[src/hw/mem_config.svh]
/*
 * memory subsystem configuration
 * widths, TLB geometry, coprocessor-0 register numbers, the exception
 * vector and data RAM sizing
 */
`ifndef MEM_CONFIG_SVH
`define MEM_CONFIG_SVH

`define MEM_REGADDR_W 5
`define MEM_INT_W 8

`define MEM_TLB_N 4
`define MEM_TLB_IDX_W 2
`define MEM_VPN_W 20
`define MEM_PFN_W 20
`define MEM_PAGE_W 12
`define MEM_WADDR_W (`MEM_PFN_W + `MEM_PAGE_W - 2)

// coprocessor 0 register numbers
`define MEM_CP0_NREG 16
`define MEM_CP0_ADDR_W 4
`define MEM_CP0_INDEX 0
`define MEM_CP0_ENTRY_LO 2
`define MEM_CP0_BADVADDR 8
`define MEM_CP0_COUNT 9
`define MEM_CP0_ENTRY_HI 10
`define MEM_CP0_COMPARE 11
`define MEM_CP0_STATUS 12
`define MEM_CP0_CAUSE 13
`define MEM_CP0_EPC 14

`define MEM_EXC_VECTOR 32'h80000180

`define MEM_RAM_WORDS 1024
`define MEM_RAM_WAIT 2

`endif

[src/hw/mem_pkg.sv]
/*
 * memory subsystem types
 * operation and exception encodings, and the bundles exchanged between
 * the stage, coprocessor 0, the MMU and the data RAM
 */
`include "mem_config.svh"

package mem_pkg;

	typedef enum logic [2:0] {
		OP_NONE,
		OP_LOAD,
		OP_STORE,
		OP_READ_CP0,
		OP_WRITE_CP0,
		OP_WRITE_TLB
	} mem_op_e;

	// MIPS cause codes, the unused code 31 marks no exception
	typedef enum logic [4:0] {
		EXC_INT  = 5'd0,
		EXC_TLBL = 5'd2,
		EXC_TLBS = 5'd3,
		EXC_SYS  = 5'd8,
		EXC_NONE = 5'd31
	} exc_code_e;

	typedef struct packed {
		mem_op_e op;
		logic [31:0] addr;
		logic [31:0] data;
		logic [31:0] alu_result;
		logic [`MEM_REGADDR_W-1:0] wb_addr;
		exc_code_e exc_code;
		logic [31:0] epc;
		logic [31:0] badvaddr;
	} ex2mem_t;

	typedef struct packed {
		logic [`MEM_VPN_W-1:0] vpn;
		logic [`MEM_PFN_W-1:0] pfn;
		logic valid;
	} tlb_entry_t;

	typedef struct packed {
		logic enable;
		logic [`MEM_TLB_IDX_W-1:0] index;
		tlb_entry_t entry;
	} tlb_write_t;

	typedef struct packed {
		mem_op_e op;
		logic [31:0] vaddr;
		logic [31:0] wdata;
	} mmu_req_t;

	typedef struct packed {
		logic write;
		logic [`MEM_WADDR_W-1:0] addr;
		logic [31:0] wdata;
	} ram_req_t;

	typedef struct packed {
		logic enable;
		logic [`MEM_CP0_ADDR_W-1:0] addr;
		logic [31:0] data;
	} cp0_write_t;

	typedef logic [`MEM_CP0_NREG-1:0][31:0] cp0_regs_t;

endpackage

[src/hw/mmu.sv]
/*
 * memory management unit
 * fully associative TLB with parallel lookup, and a four-phase
 * request sequencer towards the data RAM
 */
`include "mem_config.svh"

module mmu import mem_pkg::*; (
	input  logic clk,
	input  logic rst,

	input  mmu_req_t req,
	input  tlb_write_t tlb_write,
	output logic [31:0] rdata,
	output logic busy,
	output exc_code_e exc,

	output ram_req_t ram_req,
	output logic ram_valid,
	input  logic ram_ack,
	input  logic [31:0] ram_rdata
);

	typedef enum logic [1:0] {
		ST_IDLE,
		ST_REQ,
		ST_RELEASE
	} state_e;

	state_e state;

	tlb_entry_t tlb [`MEM_TLB_N];

	logic [`MEM_VPN_W-1:0] vpn;
	logic hit;
	logic [`MEM_PFN_W-1:0] hit_pfn;

	assign vpn = req.vaddr[31 -: `MEM_VPN_W];

	always_comb begin
		hit = 1'b0;
		hit_pfn = '0;
		for (int i = 0; i < `MEM_TLB_N; i++) begin
			if (tlb[i].valid && tlb[i].vpn == vpn) begin
				hit = 1'b1;
				hit_pfn = tlb[i].pfn;
			end
		end
	end

	always_ff @(posedge clk) begin
		if (rst) begin
			for (int i = 0; i < `MEM_TLB_N; i++)
				tlb[i].valid <= 1'b0;
		end else if (tlb_write.enable) begin
			tlb[tlb_write.index] <= tlb_write.entry;
		end
	end

	assign busy = (state != ST_IDLE);
	assign ram_valid = (state == ST_REQ);

	always_ff @(posedge clk) begin
		exc <= EXC_NONE;
		if (rst) begin
			state <= ST_IDLE;
		end else begin
			case (state)
				ST_IDLE: begin
					if (req.op == OP_LOAD || req.op == OP_STORE) begin
						if (hit) begin
							state <= ST_REQ;
							ram_req.write <= (req.op == OP_STORE);
							ram_req.addr <= {hit_pfn, req.vaddr[`MEM_PAGE_W-1:2]};
							ram_req.wdata <= req.wdata;
						end else begin
							// miss, the RAM is never touched
							exc <= (req.op == OP_LOAD) ? EXC_TLBL : EXC_TLBS;
						end
					end
				end
				ST_REQ: begin
					if (ram_ack) begin
						rdata <= ram_rdata;
						state <= ST_RELEASE;
					end
				end
				ST_RELEASE: if (!ram_ack) state <= ST_IDLE;
				default: state <= ST_IDLE;
			endcase
		end
	end

endmodule

[config.mk]
export PLATFORM = sky130hd
export DESIGN_NAME = mmu
export DESIGN_NICKNAME = d
export VERILOG_FILES = /design/src/hw/mem_pkg.sv /design/src/hw/mmu.sv
export VERILOG_INCLUDE_DIRS = /design/src /design/src/hw
export SDC_FILE = /design/constraint.sdc
export NUM_CORES = 1
export LEC_CHECK = 0
export BUFFER_PORTS_ARGS = -buffer_cell sky130_fd_sc_hd__buf_2
export CAP_MARGIN = 20
export CORE_MARGIN = 4
export CORE_UTILIZATION = 28
export CTS_BUF_LIST = sky130_fd_sc_hd__clkbuf_2
export DETAILED_ROUTE_END_ITERATION = 8
export PLACE_DENSITY = 0.54
export SLEW_MARGIN = 25
export SYNTH_ARGS = -nofsm -noshare
export SYNTH_HDL_FRONTEND = slang
export SYNTH_SLANG_ARGS = --single-unit
[constraint.sdc]
create_clock -name clk -period 5.97 [get_ports clk]
set_input_delay 0.597 -clock clk [delete_from_list [all_inputs] [get_ports clk]]
set_output_delay 0.597 -clock clk [all_outputs]
set_load 0.1 [all_outputs]
==> metrics.txt, run 1 <==
Iter 0 DRT Violations around 230; layout cells sized above 1 a little under two fifths; Antenna Violating Nets Remaining 0; global-route wire length before repair approximately 38 mm; Core Region approximately 36000 um2; max_cap viols 0; CP top delay family simple AND/OR/NAND/NOR gates; synth warn 0; end-of-flow core utilization about two fifths; Post-Synthesis Cells 573; Rel. slew slack 31.0%; DRC 0; Critical Path, Cell by Cell xor2_1 > nor4_1 > and3_1 > nand3_1 > a41o_1 > inv_2 > buf_4; Max Slew Vio Count 0; CTS buffer count 75; fin crit period about 3.7 ns; area grow syn2layout 35.0%; Placement Rows 69; R2R Path Start tlb[0][33]$_DFFE_PP_; Fmax between 0.2 and 0.3 GHz; PostCTS Resize Cnt 0; CTS tree yes; Syn Std Cell Area 10100 um2; Chip Height roughly 200 um; top-level I/O count roughly 250; die area between 30000 and 40000 um2; CP Max Fanout 45; vias in the first global route ~6800; initial antenna violation count 4; Clock Path Buffers 3; global route overflow 0; critical path required time about 6.4 ns; Buf/Inv on CP 2; critical path's slowest cell and3_1; port bufs between 200 and 250; Post-CTS Repair Setup Buffers 0; drt wl/cell about 17 um; type of element capturing the critical path flop; status completed; worst-margin pin slew around 1.0 ns; H-tree depth 3; Pwr Density between 200 and 300 nW/um2; final setup TNS 0 ns; RSZ-0062 raised after global routing false; Static Leak between 0.004 and 0.005 uW; final hold violation count 0; Hold Path Origin tlb_write[39]; Arr. time, crit path between 4 and 5 ns; kind of critical path flop to flop; via count 6344; Critical Path Max Stage Delay about 0.90 ns; Hold-fix buffers, CTS between 100 and 150; worst clock skew around 0.086 ns; clk_lat worst skew about 0.91 ns; Starting Density between 20% and 30%; crit start category flop; # clock sinks between 200 and 300; DP HPWL 15.9 mm; routability cong. roughly 0.73; pin count of the biggest net entering global routing 46; DRT Wirelength between 20 and 30 mm; Clock Tree Root clkbuf_2; most frequent cells in the layout 259 x edfxtp_1, 244 x buf_2, 112 x clkbuf_2; syn_nets between 700 and 800; worst min path class input port to flop; Tcrit/Tclk final 62.5%; synthesized flop and latch total between 200 and 300; Mean Syn Cell Area about 18 um2; Distinct cells, synth between 40 and 50; DR vias/cell between 4 and 5; Reg2Reg Depth 7; register area share after synthesis 78.0%; width of the die 198 um; hold path cells 2; R2R Setup Slk around 2.2 ns; DRT Pass-1 Iters 6; final setup fails 0; Reg2Reg Capture Point ram_req[36]$_DFFE_PP_; Max VDD drop between 0.1 and 0.15 mV; hold path endpoint tlb[2][39]$_DFFE_PP_; Final #Nets 1139; gr usage total 12.8%; Clk pin slew, worst setup/hold paths ~0.09 ns; most common cell after layout, fill and taps aside edfxtp_1
-- logic make-up after synthesis --
family / after synthesis / synth area share (%)
xor+xnor: 81 / 7.04
flops: 263 / 78.0
compound gates: 27 / 2.88
mux: 19 / 1.89
buf+inv: 26 / 1.38
simple gates: 156 / 8.80
other cells: 1 / 0.0372
-- Yosys cell counts, drive strengths merged --
cell type,n,area [um2]
a21oi,1,5.00
a221oi,19,229
a31o,1,8.76
a41o,1,10.0
and2,45,282
and3,21,131
and3b,2,17.5
buf,10,78.8
clkbuf,12,45.0
conb,1,3.75
dfxtp,4,80.1
edfxtp,259,7780
inv,4,15.0
mux2i,19,190
nand2,4,15.0
nand2b,3,18.8
nand3,5,25.0
nand4,11,75.1
nor2,41,154
nor2b,2,12.5
nor3,1,5.00
nor3b,2,15.0
nor4,10,68.8
nor4b,1,15.0
o2111ai,1,8.76
o21ai,1,5.00
o22ai,1,6.26
o311a,1,10.0
o31ai,1,7.51
or2,5,31.3
or3,1,6.26
or4,2,15.0
xnor2,46,403
xor2,35,307
-- worst max-delay path by stage --
stage | depth (start not counted) | end | from | slack, ns
6_report | 7 | ram_req[36]$_DFFE_PP_ | tlb[0][33]$_DFFE_PP_ | 2.24
5_1_grt | 7 | ram_req[45]$_DFFE_PP_ | tlb[0][23]$_DFFE_PP_ | 1.86
4_1_cts | 7 | ram_req[36]$_DFFE_PP_ | tlb[0][33]$_DFFE_PP_ | 2.15
3_5_place_dp | 8 | ram_req[8]$_DFFE_PP_ | req[56] | 1.83
3_3_place_gp | 8 | ram_req[8]$_DFFE_PP_ | req[56] | 1.94
2_1_floorplan | 3 | tlb[0][0]$_SDFFCE_PN0P_ | tlb_write[43] | 1.26
-- area by class of cell --
class	instances	area (um2)
sequential	263	7860
clock buffer	112	561
inverter	4	15.0
multi-input combinational	284	2100
clock inverter	18	71.3
tap	461	577
timing repair buffer	365	2400
antenna	6	15.0
fill	3466	22000
-- power by group --
| group | switching, uW | internal (uW) | total (uW) |
|---|---|---|---|
| registers | 10.8 | 2060 | 2070 |
| clock network | 744 | 496 | 1240 |
| logic | 102 | 115 | 217 |
-- flip-flops by register name, summed over array words and instances (netlist names) --
name / flops
tlb: 164
state: 2
ram_req: 63
rdata: 32
exc: 2
-- worst reg2reg max path, cell delays in order, from the launching register on --
cell	delay, ns
edfxtp_1	0.40
xor2_1	0.17
nor4_1	0.31
and3_1	0.90
nand3_1	0.22
a41o_1	0.32
inv_2	0.42
buf_4	0.60
-- metrics by stage --
step                cells  hold WS [ns]  setup WS, ns  cell area [um2]  total power (uW)
floorplan             573         0.450          1.26            10100              2190
global placement     1268         0.464          1.94            11900              2270
detailed placement   1268         0.489          1.83            11900              2270
CTS                  1505      0.000549          2.15            13600              3600
global route         1512       -0.0254          1.86            13600              3720
finish               1513         0.110          2.24            13600              3520
-- metal layers --
metal  track usage (%)  routed length [um]
met5                 0                  14
met1              15.5               10600
met2              21.2               12700
met4              5.08                 695
met3              4.03                1630
Note: power is estimated with default switching activity, not from simulation.
==> inputs of run 2 (changes only) <==
--- a/config.mk
+++ b/config.mk
@@ -12,7 +12,7 @@
 export CORE_UTILIZATION = 28
 export CTS_BUF_LIST = sky130_fd_sc_hd__clkbuf_2
 export DETAILED_ROUTE_END_ITERATION = 8
-export PLACE_DENSITY = 0.54
+export PLACE_DENSITY = 0.56
 export SLEW_MARGIN = 25
 export SYNTH_ARGS = -nofsm -noshare
 export SYNTH_HDL_FRONTEND = slang
==> constraint.sdc (replaced) <==
create_clock -name clk -period 3.3 [get_ports clk]
set_input_delay 0.33 -clock clk [delete_from_list [all_inputs] [get_ports clk]]
set_output_delay 0.33 -clock clk [all_outputs]
set_load 0.1 [all_outputs]
==> run 2 against run 1 <==
  * Sequential share of layout area is 1.2 points lower
  * Largest power group unchanged
  * Critical endpoint is now exc[0]$_SDFF_PP1_
  * Combinational power is 93% higher
  * Highest routed layer is now met4
  * Routed wire length shrank 0.89%
==> metrics.txt, run 2 (synthesized netlist as in run 1, its figures left out) <==
DRT Pass-1 Iters 4 (was 6); largest registers tlb: 164 flops, ram_req: 63 flops, rdata: 32 flops (unchanged); via count 6379 (was 6344); max_cap viols 0 (unchanged); PostCTS Resize Cnt 0 (unchanged); final setup TNS 0 ns (unchanged); Starting Density 28.3% (unchanged); Max VDD drop 0.215 mV (was 0.141 mV); Worst Hold Slack 0.200 ns (was 0.110 ns); area grow syn2layout 37.8% (was 35.0%); DP HPWL 16.9 mm (was 15.9 mm); top-level I/O count 248 (unchanged); Final WS setup 0.549 ns (was 2.24 ns); DRT Wirelength 25.4 mm (was 25.6 mm); clk_lat worst skew 0.83 ns (was 0.91 ns); die area 39100 um2 (unchanged); type of element capturing the critical path flop (unchanged); Chip Height 198 um (unchanged); Final #Nets 1166 (was 1139); R2R Setup Slk 0.55 ns (was 2.24 ns); R2R Path Start tlb[1][29]$_DFFE_PP_ (was tlb[0][33]$_DFFE_PP_); drt wl/cell 16.6 um (was 16.9 um); Static Leak 0.00506 uW (was 0.00495 uW); Arr. time, crit path 3.46 ns (was 4.17 ns); final hold violation count 0 (unchanged); worst-margin pin slew 0.573 ns (was 1.03 ns); fin crit period 2.75 ns (was 3.73 ns); hold path cells 2 (unchanged); Rel. slew slack 61.8% (was 31.0%); most frequent cells in the layout 259 x edfxtp_1, 244 x buf_2, 128 x dlygate4sd3_1 (was 259 x edfxtp_1, 244 x buf_2, 112 x clkbuf_2); global route overflow 0 (unchanged); worst min path class input port to flop (unchanged); Iter 0 DRT Violations 241 (was 232); CTS buffer count 70 (was 75); RSZ-0062 raised after global routing false (unchanged); kind of critical path flop to flop (unchanged); most common cell after layout, fill and taps aside edfxtp_1 (unchanged); Pwr Density 449 nW/um2 (was 259 nW/um2); Antenna Violating Nets Remaining 0 (unchanged); Most flops, register tlb (unchanged); H-tree depth 3 (unchanged); worst clock skew 0.0721 ns (was 0.0861 ns); Clk pin slew, worst setup/hold paths 0.11 ns (was 0.09 ns); Post-CTS Repair Setup Buffers 0 (unchanged); Fmax 0.363 GHz (was 0.268 GHz); port bufs 244 (unchanged); routability cong. 0.744 (was 0.732); pin count of the biggest net entering global routing 33 (was 46); Placement Rows 69 (unchanged); width of the die 198 um (unchanged); global-route wire length before repair 37.9 mm (was 37.6 mm); vias in the first global route 6866 (was 6793); initial antenna violation count 1 (was 4); Hold-fix buffers, CTS 128 (was 107); crit start category flop (unchanged); layout cells sized above 1 37.3% (was 38.0%); final setup fails 0 (unchanged); DRC 0 (unchanged); CTS tree yes (unchanged); Core Region 35600 um2 (unchanged); CP Max Fanout 20 (was 45); Tcrit/Tclk final 83.4% (was 62.5%); dpl ws 0.413 ns (was 1.83 ns); critical path required time 4.01 ns (was 6.42 ns); DR vias/cell 4.17 (was 4.19); Reg2Reg Depth 8 (was 7); max reg flops 164 (unchanged); Clock Path Buffers 3 (unchanged); Clock Tree Root clkbuf_2 (unchanged); Reg2Reg Capture Point exc[0]$_SDFF_PP1_ (was ram_req[36]$_DFFE_PP_); # clock sinks 263 (unchanged); gr usage total 12.8% (about the same); status completed (unchanged); Max Slew Vio Count 0 (unchanged); Hold Path Origin req[18] (was tlb_write[39]); hold path endpoint ram_req[18]$_DFFE_PP_ (was tlb[2][39]$_DFFE_PP_)
-- run 2: power breakdown --
part           internal [uW]  switching, uW  leakage (uW)
Combinational            226            192       0.00250
Clock                    797           1280      0.000452
Sequential              3720           19.4       0.00210
Total                   4740           1490       0.00506
-- run 2: metal layers --
metal / part of all wire, % / global-route usage (%)
met5: 0 / 0
met4: 2.6 / 5.00
met3: 6.3 / 3.69
met2: 50 / 22.0
met1: 41 / 15.2
-- run 2: worst max path at each step --
stage,from,to,slack (ns)
6_report,tlb[1][29]$_DFFE_PP_,exc[0]$_SDFF_PP1_,0.55
5_1_grt,tlb[1][29]$_DFFE_PP_,exc[0]$_SDFF_PP1_,0.42
4_1_cts,tlb[1][21]$_DFFE_PP_,ram_req[15]$_DFFE_PP_,0.53
3_5_place_dp,req[48],ram_req[50]$_DFFE_PP_,0.41
3_3_place_gp,req[48],ram_req[50]$_DFFE_PP_,0.45
2_1_floorplan,tlb_write[43],tlb[0][0]$_SDFFCE_PN0P_,0.36
-- run 2: final cells by class --
class	count	area (um2)
Tap cell	461	577
Timing Repair Buffer	397	2740
Clock inverter	20	82.6
Fill cell	3390	21700
Clock buffer	98	490
Multi-Input combinational cell	284	2110
Inverter	4	18.8
Sequential cell	263	7860
Antenna cell	1	2.50
-- run 2: worst max-delay path, cell delays in order, from the launching register on --
cell,delay [ns]
edfxtp_1,0.39
xor2_1,0.25
nor4_1,0.12
nand4_1,0.19
or2_1,0.16
buf_4,0.36
nand2_1,0.11
or4_1,0.49
dlygate4sd3_1,0.59
-- run 2: metrics by stage --
step	total power, uW	instances	instance area [um2]	utilization, %
after CTS	6390	1527	13900	39.0
final	6240	1528	13900	39.0
after global routing	6610	1528	13900	39.0
after global placement	4120	1281	12000	33.8
after detailed placement	4120	1281	12000	33.8
after floorplan	3950	573	10100	-
==> inputs of run 3 (changes only) <==
--- a/config.mk
+++ b/config.mk
@@ -6,13 +6,14 @@
 export SDC_FILE = /design/constraint.sdc
 export NUM_CORES = 1
 export LEC_CHECK = 0
+export ABC_AREA = 1
 export BUFFER_PORTS_ARGS = -buffer_cell sky130_fd_sc_hd__buf_2
 export CAP_MARGIN = 20
 export CORE_MARGIN = 4
 export CORE_UTILIZATION = 28
 export CTS_BUF_LIST = sky130_fd_sc_hd__clkbuf_2
 export DETAILED_ROUTE_END_ITERATION = 8
-export PLACE_DENSITY = 0.56
+export PLACE_DENSITY = 0.54
 export SLEW_MARGIN = 25
 export SYNTH_ARGS = -nofsm -noshare
 export SYNTH_HDL_FRONTEND = slang
==> constraint.sdc (replaced) <==
create_clock -name clk -period 2.76 [get_ports clk]
set_input_delay 0.276 -clock clk [delete_from_list [all_inputs] [get_ports clk]]
set_output_delay 0.276 -clock clk [all_outputs]
set_load 0.1 [all_outputs]
==> run 3 against run 2 <==
  * Final area is 9.8% higher
  * Via count increased by 28%
  * Global-route usage increased by 1.5 points
  * Largest power group unchanged
==> metrics.txt, run 3 <==
DR vias/cell 4.10 (was 4.17); syn_nets 1063 (was 719); Post-synth top flop edfxtp_1 (unchanged); width of the die 205 um (was 198 um); Rel. slew slack 55.0% (was 61.8%); Synth top cells by count 259 x edfxtp_1, 179 x nor2_1, 178 x nand2_1, 116 x inv_1 (was 259 x edfxtp_1, 46 x xnor2_1, 45 x and2_1, 41 x nor2_1, 35 x xor2_1); Critical Path, Cell by Cell nand2_1 > o21ai_1 > nor2_1 > nand2_1 > nor2_8 > nand3_1 > nand2_1 > inv_2 > nand2_1 > nand3_1 > clkinvlp_4 > buf_12 (was xor2_1 > nor4_1 > nand4_1 > or2_1 > buf_4 > nand2_1 > or4_1 > dlygate4sd3_1); Clock Tree Root clkbuf_2 (unchanged); synthesized flop and latch total 263 (unchanged); Distinct cells, synth 32 (was 41); kind of critical path flop to flop (unchanged); top-count cell post-synth edfxtp_1 (unchanged); worst clock skew 0.0804 ns (was 0.0721 ns); fin crit period 2.31 ns (was 2.75 ns); layout cells sized above 1 29.4% (was 37.3%); worst min path class input port to flop (unchanged); max_cap viols 0 (unchanged); Post-Layout Cell Count 1984 (was 1528); Most flops, register tlb (unchanged); Mean Syn Cell Area 11.8 um2 (was 17.6 um2); global route overflow 0 (unchanged); most frequent cells in the layout 259 x edfxtp_1, 244 x buf_2, 192 x dlygate4sd3_1 (was 259 x edfxtp_1, 244 x buf_2, 128 x dlygate4sd3_1); top-level I/O count 248 (unchanged); Sw Ratio 25.1% (was 23.9%); DRT Pass-1 Iters 5 (was 4); drt wl/cell 15.1 um (was 16.6 um); DRT Wirelength 30.0 mm (was 25.4 mm); most common cell after layout, fill and taps aside edfxtp_1 (unchanged); clk_lat worst skew 0.92 ns (was 0.83 ns); Clk pin slew, worst setup/hold paths 0.10 ns (was 0.11 ns); Placement Rows 71 (was 69); Tcrit/Tclk final 83.6% (was 83.4%); Core Region 37800 um2 (was 35600 um2); Final WS setup 0.453 ns (was 0.549 ns); CTS buffer count 71 (was 70); Starting Density 28.6% (was 28.3%); Max Slew Vio Count 0 (unchanged); DRC 0 (unchanged); CTS tree yes (unchanged); critical path's slowest cell edfxtp_1 (was dlygate4sd3_1); end-of-flow core utilization 40.3% (was 39.0%); Syn Std Cell Area 10800 um2 (was 10100 um2); crit start category flop (unchanged); post-synth top area share 71.9% (was 77.2%); Arr. time, crit path 2.83 ns (was 3.46 ns); Comb power frac 7.9% (was 6.7%); Critical Path Max Stage Delay 0.44 ns (was 0.59 ns); Post-Synthesis Cells 917 (was 573); critical path required time 3.29 ns (was 4.01 ns); largest registers tlb: 164 flops, ram_req: 63 flops, rdata: 32 flops (unchanged); Synth async-reset ratio 0% (unchanged); die area 41800 um2 (was 39100 um2); RSZ-0062 raised after global routing false (unchanged); Iter 0 DRT Violations 344 (was 241); H-tree depth 3 (unchanged); Fmax 0.434 GHz (was 0.363 GHz); Clock Path Buffers 3 (unchanged); final setup fails 0 (unchanged); via count 8141 (was 6379); register area share after synthesis 72.7% (was 78.0%); PostCTS Resize Cnt 0 (unchanged); P_sw 1970 uW (was 1490 uW); # clock sinks 263 (unchanged); synth warn 0 (unchanged); final hold violation count 0 (unchanged); Post-Place Cells 1663 (was 1281); Static Leak 0.00660 uW (was 0.00506 uW); dpl ws 0.363 ns (was 0.413 ns); port bufs 244 (unchanged); Max VDD drop 0.291 mV (was 0.215 mV); initial antenna violation count 3 (was 1); DP HPWL 18.7 mm (was 16.9 mm); Worst Hold Slack 0.127 ns (was 0.200 ns); type of element capturing the critical path flop (unchanged); Chip Height 205 um (was 198 um); routability cong. 0.842 (was 0.744); Final #Nets 1563 (was 1166); pin count of the biggest net entering global routing 42 (was 33); cell mode on critical path nand2_1; max reg flops 164 (unchanged); worst-margin pin slew 0.675 ns (was 0.573 ns); Pwr Density 514 nW/um2 (was 449 nW/um2); clock network fraction of total power 35.0% (was 33.3%); CP Max Fanout 41 (was 20); area grow syn2layout 41.0% (was 37.8%); Seq pwr share 57.1% (was 60.0%); EDFF count, synth 259 (unchanged); area leader, netlist edfxtp_1 (unchanged); Antenna Violating Nets Remaining 0 (unchanged); Int Power 5880 uW (was 4740 uW); vias in the first global route 8754 (was 6866); global-route wire length before repair 46.1 mm (was 37.9 mm); status completed (unchanged); gr usage total 14.3% (was 12.8%); top cells by area, synth edfxtp_1 72%, nor2_1 6.2%, nand2_1 6.2% (was edfxtp_1 77%, xnor2_1 4.0%, xor2_1 3.0%)
==> run 3: path summary, 6_finish.rpt <==
path                         start               endpoint  slack [ns]  depth (start not counted)
min                         req[1]   ram_req[1]$_DFFE_PP_        0.13                          2
max reg2reg   tlb[0][34]$_DFFE_PP_  ram_req[23]$_DFFE_PP_        0.45                         12
min reg2reg  state[1]$_SDFFE_PP0P_  state[0]$_SDFFE_PP0P_        0.55                          3
max           tlb[0][34]$_DFFE_PP_  ram_req[23]$_DFFE_PP_        0.45                         12
==> run 3: final cells by class <==
cell class | instances | area (um2)
Inverter | 136 | 514
Antenna cell | 3 | 7.51
Clock buffer | 104 | 520
Clock inverter | 22 | 116
Sequential cell | 263 | 7860
Fill cell | 3739 | 22600
Timing Repair Buffer | 452 | 3310
Multi-Input combinational cell | 493 | 2280
Tap cell | 511 | 639
==> run 3: repair_timing <==
item / 4_1_cts / 5_1_grt
buffers inserted: 0 / 0
hold endpoints to repair: 343 / 1
hold buffers: 191 / 1
==> run 3: power by group through the flow <==
stage | logic [uW] | registers, uW | clock network, uW
3_5_place_dp | 409 | 4570 | 0
6_report | 621 | 4480 | 2740
3_3_place_gp | 402 | 4570 | 0
4_1_cts | 617 | 4480 | 2850
2_1_floorplan | 203 | 4570 | 0
5_1_grt | 686 | 4490 | 3090
==> run 3: logic make-up (layout without fill, tap and decap cells) <==
kind of cell,Yosys count,in the layout,synth area share [%]
flip-flops,263,263,72.7
other,1,4,0.0347
AO/OA/AOI/OAI,48,48,2.62
XOR/XNOR,21,21,1.70
buffers and inverters,161,714,6.40
AND/OR/NAND/NOR,423,423,16.6
==> run 3: through the flow <==
| stage | area [um2] | setup TNS [ns] | power [uW] |
|---|---|---|---|
| finish | 15200 | 0 | 7840 |
| global route | 15200 | 0 | 8260 |
| CTS | 15200 | 0 | 7950 |
| detailed placement | 12700 | 0 | 4980 |
| global placement | 12700 | 0 | 4970 |
| floorplan | 10800 | -15.16 | 4770 |
==> run 3: layer usage <==
layer | part of all wire, % | up-vias | GRT usage (%) | wire length [um]
met5 | 0 | - | 0 | 0
met4 | 2.8 | 0 | 5.84 | 846
met3 | 6.1 | 63 | 4.05 | 1830
met2 | 50 | 248 | 24.9 | 15000
met1 | 41 | 3783 | 16.7 | 12300
li1 | - | 4047 | - | -
==> run 3: critical path, delay by kind of cell (launching register included) <==
family                 cells  cell delay [ns]
AND/OR/NAND/NOR            8             0.87
buffers and inverters      3             0.51
flip-flops                 1             0.44
AO/OA/AOI/OAI              1             0.07
